$ cat config.mk
export PLATFORM = sky130hd
export DESIGN_NAME = pkt_switch_top
export DESIGN_NICKNAME = d
export VERILOG_FILES = /design/src/hdl/pkt_pkg.sv /design/src/hdl/queue_pkg.sv /design/src/hdl/queue_bank_if.sv /design/src/hdl/pkt_switch_top.sv /design/src/hdl/read_scheduler.sv /design/src/hdl/slot_buffer.sv /design/src/hdl/symbol_receiver.sv
export VERILOG_INCLUDE_DIRS = /design/src /design/src/hdl
export SDC_FILE = /design/constraint.sdc
export NUM_CORES = 1
export LEC_CHECK = 0
export ABC_AREA = 1
export BUFFER_PORTS_ARGS = -buffer_cell sky130_fd_sc_hd__buf_2
export CAP_MARGIN = 20
export CORE_ASPECT_RATIO = 0.6
export CORE_MARGIN = 2
export CORE_UTILIZATION = 40
export CTS_BUF_LIST = sky130_fd_sc_hd__clkbuf_8
export DETAILED_ROUTE_END_ITERATION = 10
export HOLD_SLACK_MARGIN = 0.15
export PLACE_DENSITY = 0.6
export SLEW_MARGIN = 0
export SYNTH_ARGS = -nofsm -noshare
export SYNTH_HDL_FRONTEND = slang
export SYNTH_SLANG_ARGS = --single-unit
$ cat constraint.sdc
create_clock -name clk -period 3.59 [get_ports clk]
set_input_delay 0.718 -clock clk [delete_from_list [all_inputs] [get_ports clk]]
set_output_delay 0.718 -clock clk [all_outputs]
set_load 0.1 [all_outputs]
$ cat src/hdl/pkt_switch_defines.svh
`ifndef PKT_SWITCH_DEFINES_SVH
`define PKT_SWITCH_DEFINES_SVH

`default_nettype none

// queue bank geometry
`define NUM_QUEUES 4
`define QUEUE_SLOTS 6

// one readout per this many packets
`define READ_INTERVAL 4

// edges with start_n low before the receiver arms
`define ARM_CYCLES 3

// drop counter width, wraps
`define DROP_W 7

`default_nettype wire

`endif

$ cat src/hdl/pkt_pkg.sv
`default_nettype none

package pkt_pkg;

	// {bin1, bin0} as sampled from the link
	typedef logic [1:0] line_sym_t;

	typedef logic [1:0] payload_t;
	typedef logic [1:0] queue_id_t;

	// first bit on the wire lands in qid[1]
	typedef struct packed {
		queue_id_t qid;
		payload_t  data;
	} packet_t;

	localparam line_sym_t SYM_IDLE   = 2'b00;
	localparam line_sym_t SYM_BIT1   = 2'b01;
	localparam line_sym_t SYM_BIT0   = 2'b10;
	localparam line_sym_t SYM_SPACER = 2'b11;

endpackage

`default_nettype wire

$ cat src/hdl/queue_pkg.sv
`include "pkt_switch_defines.svh"
`default_nettype none

package queue_pkg;

	// empty flag set when the slot holds nothing
	typedef struct packed {
		logic              empty;
		pkt_pkg::payload_t data;
	} slot_t;

	// 0 to QUEUE_SLOTS
	typedef logic [2:0] occupancy_t;

	typedef logic [`DROP_W-1:0] drop_count_t;

	localparam slot_t EMPTY_SLOT = '{empty: 1'b1, data: 2'b00};

endpackage

`default_nettype wire

$ cat src/hdl/queue_bank_if.sv
`timescale 1ns/1ns
`include "pkt_switch_defines.svh"
`default_nettype none

interface queue_bank_if;
	import queue_pkg::*;

	occupancy_t  [`NUM_QUEUES-1:0] occupancy;  // per queue fill level
	slot_t       [`NUM_QUEUES-1:0] oldest;     // slot at the old end
	logic        [`NUM_QUEUES-1:0] pop;        // one-cycle pulse
	drop_count_t [`NUM_QUEUES-1:0] drops;

	// each queue drives only its own element
	modport queue (
		output occupancy,
		output oldest,
		output drops,
		input  pop
	);

	modport scheduler (
		input  occupancy,
		input  oldest,
		output pop
	);

endinterface

`default_nettype wire

$ cat src/hdl/pkt_switch_top.sv
`timescale 1ns/1ns
`include "pkt_switch_defines.svh"
`default_nettype none

module pkt_switch_top (
	input  logic                                    clk,
	input  logic                                    rst,
	input  logic                                    start_n,
	input  logic                                    bin0,
	input  logic                                    bin1,
	output logic                                    packet_valid,
	output pkt_pkg::packet_t                        last_packet,
	output queue_pkg::occupancy_t  [`NUM_QUEUES-1:0] occupancy,
	output queue_pkg::drop_count_t [`NUM_QUEUES-1:0] drop_count,
	output logic                                    readout_valid,
	output pkt_pkg::queue_id_t                      readout_queue,
	output pkt_pkg::payload_t                       readout_data
);

	queue_bank_if bank ();

	symbol_receiver u_receiver (
		.clk          (clk),
		.rst          (rst),
		.start_n      (start_n),
		.sym          ({bin1, bin0}),
		.packet_valid (packet_valid),
		.last_packet  (last_packet)
	);

	// every queue sees every packet and matches its own index
	for (genvar q = 0; q < `NUM_QUEUES; q++) begin : g_queue
		slot_buffer #(
			.QUEUE_INDEX (q)
		) u_queue (
			.clk          (clk),
			.rst          (rst),
			.packet_valid (packet_valid),
			.packet       (last_packet),
			.bank         (bank.queue)
		);
	end

	read_scheduler u_scheduler (
		.clk           (clk),
		.rst           (rst),
		.packet_valid  (packet_valid),
		.bank          (bank.scheduler),
		.readout_valid (readout_valid),
		.readout_queue (readout_queue),
		.readout_data  (readout_data)
	);

	assign occupancy  = bank.occupancy;
	assign drop_count = bank.drops;

endmodule

`default_nettype wire

$ cat src/hdl/read_scheduler.sv
`timescale 1ns/1ns
`include "pkt_switch_defines.svh"
`default_nettype none

module read_scheduler (
	input  logic                clk,
	input  logic                rst,
	input  logic                packet_valid,
	queue_bank_if.scheduler     bank,
	output logic                readout_valid,
	output pkt_pkg::queue_id_t  readout_queue,
	output pkt_pkg::payload_t   readout_data
);
	import pkt_pkg::*;
	import queue_pkg::*;

	localparam int CNT_W = $clog2(`READ_INTERVAL);

	logic [CNT_W-1:0]       pkt_cnt;
	logic                   last_of_group;
	logic                   read_req;  // one cycle after the Nth packet strobe
	queue_id_t              sel;
	queue_id_t              sel_q;
	logic [`NUM_QUEUES-1:0] pop_q;

	assign last_of_group = (pkt_cnt == CNT_W'(`READ_INTERVAL - 1));

	always_ff @(posedge clk) begin
		if (rst) begin
			pkt_cnt  <= '0;
			read_req <= 1'b0;
		end else begin
			read_req <= packet_valid && last_of_group;
			if (packet_valid) begin
				if (last_of_group) begin
					pkt_cnt <= '0;
				end else begin
					pkt_cnt <= pkt_cnt + 1'b1;
				end
			end
		end
	end

	// queue q wins at occupancy q+1 or more, higher q first, else queue 0
	always_comb begin
		sel = '0;
		for (int q = 1; q < `NUM_QUEUES; q++) begin
			if (bank.occupancy[q] >= occupancy_t'(q + 1)) begin
				sel = queue_id_t'(q);
			end
		end
	end

	always_ff @(posedge clk) begin
		if (rst) begin
			pop_q         <= '0;
			readout_valid <= 1'b0;
		end else begin
			pop_q <= '0;
			if (read_req && bank.occupancy[sel] != '0) begin
				pop_q[sel] <= 1'b1;  // empty pick skips the readout
			end
			readout_valid <= |pop_q;
		end
	end

	// data taken on the edge the queue clears that slot
	always_ff @(posedge clk) begin
		if (read_req) begin
			sel_q <= sel;
		end
		if (|pop_q) begin
			readout_queue <= sel_q;
			readout_data  <= bank.oldest[sel_q].data;
		end
	end

	assign bank.pop = pop_q;

endmodule

`default_nettype wire

$ cat src/hdl/slot_buffer.sv
`timescale 1ns/1ns
`include "pkt_switch_defines.svh"
`default_nettype none

module slot_buffer #(
	parameter int QUEUE_INDEX = 0
) (
	input  logic                  clk,
	input  logic                  rst,
	input  logic                  packet_valid,
	input  pkt_pkg::packet_t      packet,
	queue_bank_if.queue           bank
);
	import pkt_pkg::*;
	import queue_pkg::*;

	localparam int IDX_W = $clog2(`QUEUE_SLOTS);

	// slot 0 is the young end, slot QUEUE_SLOTS-1 the old end
	slot_t            slots [`QUEUE_SLOTS];
	occupancy_t       occ;
	logic [IDX_W-1:0] old_idx;
	drop_count_t      drops;
	logic             push;
	logic             full;

	assign push = packet_valid && (packet.qid == queue_id_t'(QUEUE_INDEX));
	assign full = !slots[`QUEUE_SLOTS-1].empty;

	// occupied slots stay packed from slot 0 upward
	always_comb begin
		occ     = '0;
		old_idx = '0;
		for (int i = 0; i < `QUEUE_SLOTS; i++) begin
			if (!slots[i].empty) begin
				occ     = occ + 1'b1;
				old_idx = IDX_W'(i);
			end
		end
	end

	always_ff @(posedge clk) begin
		if (rst) begin
			for (int i = 0; i < `QUEUE_SLOTS; i++) begin
				slots[i] <= EMPTY_SLOT;
			end
		end else if (push) begin
			for (int i = `QUEUE_SLOTS - 1; i > 0; i--) begin
				slots[i] <= slots[i-1];  // oldest falls out when full
			end
			slots[0] <= '{empty: 1'b0, data: packet.data};
		end else if (bank.pop[QUEUE_INDEX]) begin
			slots[old_idx] <= EMPTY_SLOT;
		end
	end

	always_ff @(posedge clk) begin
		if (rst) begin
			drops <= '0;
		end else if (push && full) begin
			drops <= drops + 1'b1;
		end
	end

	assign bank.occupancy[QUEUE_INDEX] = occ;
	assign bank.oldest[QUEUE_INDEX]    = slots[old_idx];  // empty slot when occ is 0
	assign bank.drops[QUEUE_INDEX]     = drops;

endmodule

`default_nettype wire

$ cat src/hdl/symbol_receiver.sv
`timescale 1ns/1ns
`include "pkt_switch_defines.svh"
`default_nettype none

module symbol_receiver (
	input  logic               clk,
	input  logic               rst,
	input  logic               start_n,
	input  pkt_pkg::line_sym_t sym,
	output logic               packet_valid,
	output pkt_pkg::packet_t   last_packet
);
	import pkt_pkg::*;

	localparam int ARM_W = $clog2(`ARM_CYCLES + 1);

	logic [ARM_W-1:0] arm_cnt;
	logic             armed;
	logic             need_spacer;  // last bit not yet followed by 11
	logic [1:0]       bit_cnt;
	logic [2:0]       shift_q;      // first three bits, msb first
	logic             bit_take;
	logic             bit_val;
	logic             last_bit;

	assign armed    = (arm_cnt == ARM_W'(`ARM_CYCLES));
	assign bit_take = armed && !need_spacer && (sym == SYM_BIT0 || sym == SYM_BIT1);
	assign bit_val  = (sym == SYM_BIT1);
	assign last_bit = (bit_cnt == 2'd3);

	always_ff @(posedge clk) begin
		if (rst) begin
			arm_cnt      <= '0;
			need_spacer  <= 1'b0;
			bit_cnt      <= '0;
			packet_valid <= 1'b0;
		end else begin
			packet_valid <= 1'b0;
			if (!armed) begin
				// start_n low edges need not be consecutive
				if (!start_n) begin
					arm_cnt <= arm_cnt + 1'b1;
				end
			end else if (sym == SYM_SPACER) begin
				need_spacer <= 1'b0;
			end else if (bit_take) begin
				bit_cnt <= bit_cnt + 1'b1;  // wraps to 0 after the 4th bit
				if (last_bit) begin
					packet_valid <= 1'b1;
					arm_cnt      <= '0;     // disarm
					need_spacer  <= 1'b0;
				end else begin
					need_spacer <= 1'b1;
				end
			end
		end
	end

	// 00 and unspaced repeats never reach here
	always_ff @(posedge clk) begin
		if (bit_take) begin
			if (last_bit) begin
				last_packet <= packet_t'({shift_q, bit_val});
			end else begin
				shift_q <= {shift_q[1:0], bit_val};
			end
		end
	end

endmodule

`default_nettype wire

==> impl_metrics.env, run 1 <==
export IMPL_fin_worst_skew_ns=0.01371
export IMPL_antenna_found_initial=0
export IMPL_violations="negative setup slack"
export IMPL_use_met2_pct=27.71
export IMPL_numPortBuffers=54
export IMPL_synth_avg_cell_area_um2=7.104
export IMPL_wl_mm=17.74
export IMPL_vias_per_cell=4.872
export IMPL_endpoint_kind="primary output"
export IMPL_syn_area_um2=6855
export IMPL_nets=1099
export IMPL_drc=0
export IMPL_gp_congestion=0.8537
export IMPL_cts_num_sinks=127
export IMPL_vias=6377
export IMPL_critPathArrivalTime_ns=3.08
export IMPL_worstPathCellList="inv_2, ha_4, inv_2, nand2_2, nand2_2, inv_2, ha_4, nand2_4, nand2_4, ha_4, or2_4, and2_4, ha_4, nand2_2, nand3_2, nand2_2, nor2_4, nor2_4, buf_12"
export IMPL_synthesis_nets=1002
export IMPL_worstSetupPathType="flip-flop to primary output"
export IMPL_dpl_hpwl_mm=12.47
export IMPL_synth_fa_ha_area_share_pct=5.840
export IMPL_synth_compound_area_share_pct=14.07
export IMPL_rsz0062_at_grt="true"
export IMPL_clk_latency_ns=0.44
export IMPL_drv_cap=0
export IMPL_synth_area_leaders="dfxtp_1 33%, nand2_1 13%, inv_1 8.7%"
export IMPL_maxSlewViolCount=0
export IMPL_grt_max_degree=23
export IMPL_core_area_um2=16940
export IMPL_yosysMostFrequentCell="nand2_1"
export IMPL_clock_path_buffers=2
export IMPL_period_share_pct=105.9
export IMPL_place_area_um2=7513
export IMPL_cts_hold_buffers=0
export IMPL_cts_htree_levels=4
export IMPL_yosysTopAreaCell="dfxtp_1"
export IMPL_synth_simple_area_share_pct=28.16
export IMPL_cts_buffers=17
export IMPL_hp_class="flip-flop to flip-flop"
export IMPL_holdWs_ns=0.4290
export IMPL_reg2reg_slack_ns=0.45
export IMPL_drt_iter0_markers=429
export IMPL_path_buf_inv=4
export IMPL_die_h_um=105.4
export IMPL_synth_top_flop_cell="dfxtp_1"
export IMPL_synth_cells=965
export IMPL_tightest_slew_ns=0.6686
export IMPL_cts_root_buf="clkbuf_8"
export IMPL_min_from="u_receiver.shift_q[2]"
export IMPL_slew_headroom_pct=55.42
export IMPL_grt_busiest_layer="met1"
export IMPL_ys_warn_count=0
export IMPL_grt_pass1_wl_mm=28.67
export IMPL_drive_above_1_share_pct=24.47
export IMPL_crit_required_ns=2.87
export IMPL_yosysUniqueCellTypes=46
export IMPL_yosys_area_share_xor_xnor_pct=1.624
export IMPL_power_mw=2.911
export IMPL_setup_viol=4
export IMPL_cts_tree="built"
export IMPL_cpLargestDelayFamily="simple AND/OR/NAND/NOR gates"
export IMPL_grt_usage_pct=19.47
export IMPL_dr_pass1_iters=5
export IMPL_die_area_um2=18240
export IMPL_peakVddDrop_uv=197.9
export IMPL_area_delta_synth_final_pct=25.64
export IMPL_met3_usage_pct=5.447
export IMPL_powerDensity_nw_per_um2=338.0
export IMPL_cp_slowest_cell="dfxtp_2"
export IMPL_fin_ws_ns=-0.2102
export IMPL_synth_top_cell_area_share_pct=33.29
export IMPL_finalHoldViolCount=0
export IMPL_ys_ff_latch=127
export IMPL_ant_nets=0
export IMPL_cp_start_kind="flip-flop"
export IMPL_r2r_cells=23
export IMPL_post_route_min_period_ns=3.800
export IMPL_grt_pass1_vias=5965
export IMPL_synth_edf_count=13
export IMPL_timing_rr_start="g_queue[3].u_queue.slots[1][2]"
export IMPL_muxShareOfSynthArea_pct=0
export IMPL_slowest_delay_ns=0.34
export IMPL_whs_path_depth=0
export IMPL_grt_ovfl_total=0
export IMPL_seq_area_frac_synth_pct=38.99
export IMPL_num_io_pins=55
export IMPL_netlist_top_cells_count="238 x nand2_1, 159 x inv_1, 114 x dfxtp_1"
export IMPL_use_met1_pct=28.57
export IMPL_final_area_um2=8613
export IMPL_path_clk_slew_ns=0.08
export IMPL_placementRows=37
export IMPL_status="finished with violations"
export IMPL_wl_per_cell_um=13.55
export IMPL_n_antenna_cell=0
export IMPL_die_w_um=173.0
export IMPL_cp_max_fo=3
export IMPL_clock_fmax_mhz=263.1
export IMPL_async_reset_ff_share_pct=0
export IMPL_power_leakage_nw=4.035
export IMPL_synth_top_family_by_area="simple AND/OR/NAND/NOR gates"
export IMPL_reg2reg_to="u_scheduler.bank.pop[3]"
export IMPL_hold_end="u_receiver.last_packet[3]"
export IMPL_initial_utilization_pct=40.46
what timing repair did:
action | CTS | global route
pin swaps | 33 | 31
buffers inserted | 32 | 11
setup endpoints to repair | 8 | 10
gates resized for setup | 62 | 51
cells in the final DEF, fill, tap and decap left out, types with 4 or more instances in the layout:
cell,count
nand2_4,7
ha_1,18
o211ai_1,6
inv_2,23
nand4_1,7
nor3b_1,4
a21oi_1,56
ha_4,11
nand3_2,11
o21ai_2,4
xor2_1,7
nor2_2,5
inv_4,4
dfxtp_1,103
clkbuf_8,19
inv_1,144
o22ai_1,47
buf_4,49
nand2_2,27
buf_12,8
o21ai_0,42
dfxtp_2,10
nand3_1,69
edfxtp_1,13
nor2_1,53
nor3_4,6
nand2_1,210
o21ai_1,8
buf_2,46
nor3_1,10
flip-flops by register name (all words and copies together) (netlist names):
signal / cells
u_receiver.need_spacer: 1
u_receiver.packet_valid: 1
u_receiver.shift_q: 3
u_scheduler.read_req: 1
u_receiver.bit_cnt: 2
u_scheduler.readout_queue: 2
u_scheduler.bank.pop: 4
u_scheduler.pkt_cnt: 2
g_queue.u_queue.drops: 28
u_receiver.last_packet: 4
u_scheduler.sel_q: 2
u_scheduler.readout_data: 2
u_scheduler.readout_valid: 1
u_receiver.arm_cnt: 2
g_queue.u_queue.slots: 72
power breakdown:
part / switching, mW / internal (mW) / leakage (nW)
clock: 0.587 / 0.715 / 0.212
sequential: 0.00529 / 1.44 / 1.03
combinational: 0.109 / 0.0591 / 2.79
total: 0.701 / 2.21 / 4.03
cell families after synthesis:
family | Yosys count
AOI/OAI and AO/OA | 172
xor gates and xnor gates | 11
adders and majority gates | 32
buffers and inverters | 196
DFF | 127
and+or+nand+nor | 427
stage by stage:
| step | cells | setup WS (ns) | util [%] | TNS [ns] |
|---|---|---|---|---|
| 5_1_grt | 1309 | -0.3172 | 50.83 | -1.142 |
| 3_3_place_gp | 1238 | 0.04962 | 44.34 | 0 |
| 4_1_cts | 1300 | -0.1663 | 49.26 | -0.3764 |
| 3_5_place_dp | 1238 | -0.02841 | 44.34 | -0.02841 |
| 6_report | 1309 | -0.2102 | 50.83 | -0.4371 |
| 2_1_floorplan | 965 | -0.1593 | - | -0.1593 |
routing by layer:
| layer | routed length, µm | up-vias | part of all wire [%] |
|---|---|---|---|
| li1 | - | 3335 | - |
| met1 | 9279 | 2861 | 52 |
| met4 | 223 | 0 | 1.3 |
| met5 | 0 | - | 0 |
| met2 | 7044 | 159 | 40 |
| met3 | 1194 | 22 | 6.7 |
worst max-delay path by stage:
stage	startpoint	to	slack, ns	cells after the start
floorplan	g_queue[0].u_queue.slots[1][2]	occupancy[2]	-0.16	18
detailed placement	g_queue[0].u_queue.slots[0][2]	occupancy[2]	-0.03	19
global placement	g_queue[0].u_queue.slots[0][2]	occupancy[2]	0.05	19
global route	g_queue[0].u_queue.slots[0][2]	occupancy[2]	-0.32	20
finish	g_queue[0].u_queue.slots[1][2]	occupancy[2]	-0.21	19
CTS	g_queue[0].u_queue.slots[0][2]	occupancy[2]	-0.17	19
final cells by class:
type | count | area [µm²]
fillers | 1667 | 8330
multi-input cells | 642 | 3791
flip-flops and latches | 127 | 2689
repair buffers | 106 | 792.0
inverters | 168 | 638.1
well taps | 234 | 292.8
clock buffers | 19 | 261.5
clock inverters | 13 | 148.9
Power figures use the tool's default switching activity.
==> inputs of run 2 (changes only) <==
==> constraint.sdc (replaced) <==
create_clock -name clk -period 3.59 [get_ports clk]
set_input_delay 0.718 -clock clk [delete_from_list [all_inputs] [get_ports clk]]
set_output_delay 0.718 -clock clk [all_outputs]
set_load 0.005 [all_outputs]
==> run 2 against run 1 <==
Net effect: routed wire length down 2.4%; non-clock buffer count fell by 12; die area unchanged; worst setup slack improved by 0.13 ns; global-route usage is 0.49 points lower; hold slack gained 0.00088 ns; cell area is 2.8% lower; the run still ends with negative setup slack left; combinational power decreased by 21%; sequential power about the same; utilization shrank 1.4 points; fmax increased by 3.5%.
==> impl_metrics.env, run 2 (synthesized netlist as in run 1, its figures left out) <==
export IMPL_status="finished with violations"
export IMPL_violations="negative setup slack"
export IMPL_period_share_pct=102.2
export IMPL_drive_above_1_share_pct=22.41
export IMPL_whs_path_depth=0
export IMPL_cp_max_fo=3
export IMPL_fin_setup_tns_ns=-0.08404
export IMPL_num_io_pins=55
export IMPL_cts_root_buf="clkbuf_8"
export IMPL_critPathArrivalTime_ns=2.95
export IMPL_largest_reg_flops=72
export IMPL_setup_viol=2
export IMPL_dp_cells=1233
export IMPL_drv_cap=0
export IMPL_post_route_min_period_ns=3.670
export IMPL_grt_ovfl_total=0
export IMPL_vias=6267
export IMPL_wl_per_cell_um=13.36
export IMPL_timing_rr_start="g_queue[3].u_queue.slots[0][2]"
export IMPL_cp_start_kind="flip-flop"
export IMPL_cts_tree="built"
export IMPL_worstSetupPathType="flip-flop to primary output"
export IMPL_power_leakage_nw=3.942
export IMPL_dpl_hpwl_mm=12.03
export IMPL_largest_register="g_queue.u_queue.slots"
export IMPL_path_buf_inv=4
export IMPL_grt_usage_pct=18.98
export IMPL_initial_utilization_pct=40.46
export IMPL_layout_commonest_cell="nand2_1"
export IMPL_final_cells=1296
export IMPL_reg_top3="g_queue.u_queue.slots (72), g_queue.u_queue.drops (28)"
export IMPL_core_area_um2=16940
export IMPL_powerDensity_nw_per_um2=354.5
export IMPL_min_from="u_receiver.shift_q[2]"
export IMPL_grt_pass1_wl_mm=28.19
export IMPL_clock_path_buffers=2
export IMPL_rsz0062_at_grt="true"
export IMPL_power_mw=2.967
export IMPL_die_w_um=173.0
export IMPL_clock_fmax_mhz=272.5
export IMPL_peakVddDrop_uv=182.4
export IMPL_cts_hold_buffers=0
export IMPL_n_antenna_cell=0
export IMPL_hold_end="u_receiver.last_packet[3]"
export IMPL_tightest_slew_ns=0.6976
export IMPL_slowest_delay_ns=0.34
export IMPL_dr_pass1_iters=5
export IMPL_grt_pass1_vias=5734
export IMPL_path_clk_slew_ns=0.08
export IMPL_clk_latency_ns=0.44
export IMPL_cts_num_sinks=127
export IMPL_maxSlewViolCount=0
export IMPL_drc=0
export IMPL_cp_slowest_cell="dfxtp_2"
export IMPL_finalHoldViolCount=0
export IMPL_nets=1087
export IMPL_area_delta_synth_final_pct=22.10
export IMPL_fin_ws_ns=-0.08022
export IMPL_die_h_um=105.4
export IMPL_r2r_cells=22
export IMPL_ant_nets=0
export IMPL_grt_max_degree=45
export IMPL_reg2reg_to="u_scheduler.bank.pop[2]"
export IMPL_placementRows=37
export IMPL_crit_required_ns=2.87
export IMPL_fin_worst_skew_ns=0.01567
export IMPL_drt_iter0_markers=390
export IMPL_numPortBuffers=54
export IMPL_worstPathCellList="inv_2, ha_4, inv_2, nand2_2, nand2_2, inv_2, ha_4, nand2_4, nand2_4, ha_4, or2_4, and2_4, ha_4, nand2_2, nand3_2, nand2_2, nor2_2, nor2_1, buf_2"
export IMPL_wl_mm=17.31
export IMPL_final_cell_mix="218 x nand2_1, 145 x inv_1, 103 x dfxtp_1"
export IMPL_die_area_um2=18240
export IMPL_cts_htree_levels=4
export IMPL_vias_per_cell=4.836
export IMPL_gp_congestion=0.8351
export IMPL_endpoint_kind="primary output"
export IMPL_cpLargestDelayFamily="simple AND/OR/NAND/NOR gates"
export IMPL_cts_buffers=17
export IMPL_slew_headroom_pct=53.49
export IMPL_antenna_found_initial=0
export IMPL_reg2reg_slack_ns=0.48
export IMPL_hp_class="flip-flop to flip-flop"
## run 2: worst register-to-register path, cell delays in order, from the launching register on
cell,delay (ns)
dfxtp_2,0.36
inv_2,0.06
ha_4,0.26
xnor2_4,0.14
ha_4,0.27
nand2_2,0.05
buf_4,0.13
buf_4,0.12
buf_4,0.13
a31oi_2,0.22
ha_2,0.21
nand2_1,0.06
nand3_2,0.08
nand4_1,0.12
nand2_2,0.10
buf_4,0.13
nand2_1,0.05
inv_1,0.04
nand2_1,0.14
nor2_1,0.16
nand2_1,0.07
nand2_1,0.10
nor2_1,0.05
## run 2: metal layers
layer / track usage (%) / vias up / share of wire (%)
li1: - / 3303 / -
met1: 28.95 / 2809 / 55
met2: 25.97 / 135 / 38
met3: 4.509 / 20 / 5.5
met4: 5.811 / 0 / 1.3
met5: 0 / - / 0
## run 2: layout make-up
class,count,area [µm²]
sequential,127,2689
multi-input combinational,642,3742
clock buffer,17,234.0
tap,234,292.8
clock inverter,14,205.2
inverter,168,633.1
fill,1695,8573
timing repair buffer,94,574.3
## run 2: where the power goes
group | internal [mW] | total, mW | switching (mW)
Combinational | 0.0527 | 0.133 | 0.0803
Clock | 0.767 | 1.39 | 0.628
Sequential | 1.44 | 1.44 | 0.00454
Total | 2.25 | 2.97 | 0.712
## run 2: through the flow
step	utilization (%)	area [µm²]	hold slack, ns	setup slack [ns]
after detailed placement	43.28	7333	0.4072	0.1011
final	49.40	8371	0.4299	-0.08022
after global routing	49.40	8371	0.4431	-0.2460
after CTS	47.90	8115	0.4284	-0.05522
after floorplan	-	6855	0.4003	0.2230
after global placement	43.28	7333	0.4073	0.1391
## run 2: worst max path at each step
stage / cells past startpoint / endpoint / start
finish: 19 / occupancy[2] / g_queue[0].u_queue.slots[0][2]
floorplan: 18 / occupancy[2] / g_queue[0].u_queue.slots[1][2]
CTS: 16 / occupancy[11] / g_queue[3].u_queue.slots[0][2]
global placement: 19 / occupancy[2] / g_queue[0].u_queue.slots[0][2]
global route: 19 / occupancy[2] / g_queue[0].u_queue.slots[0][2]
detailed placement: 19 / occupancy[2] / g_queue[0].u_queue.slots[0][2]
## run 2: what timing repair did
item | in CTS | in global routing
setup endpoints to repair | 8 | 8
setup buffers | 26 | 7
pin swaps | 28 | 26
gates resized for setup | 45 | 50
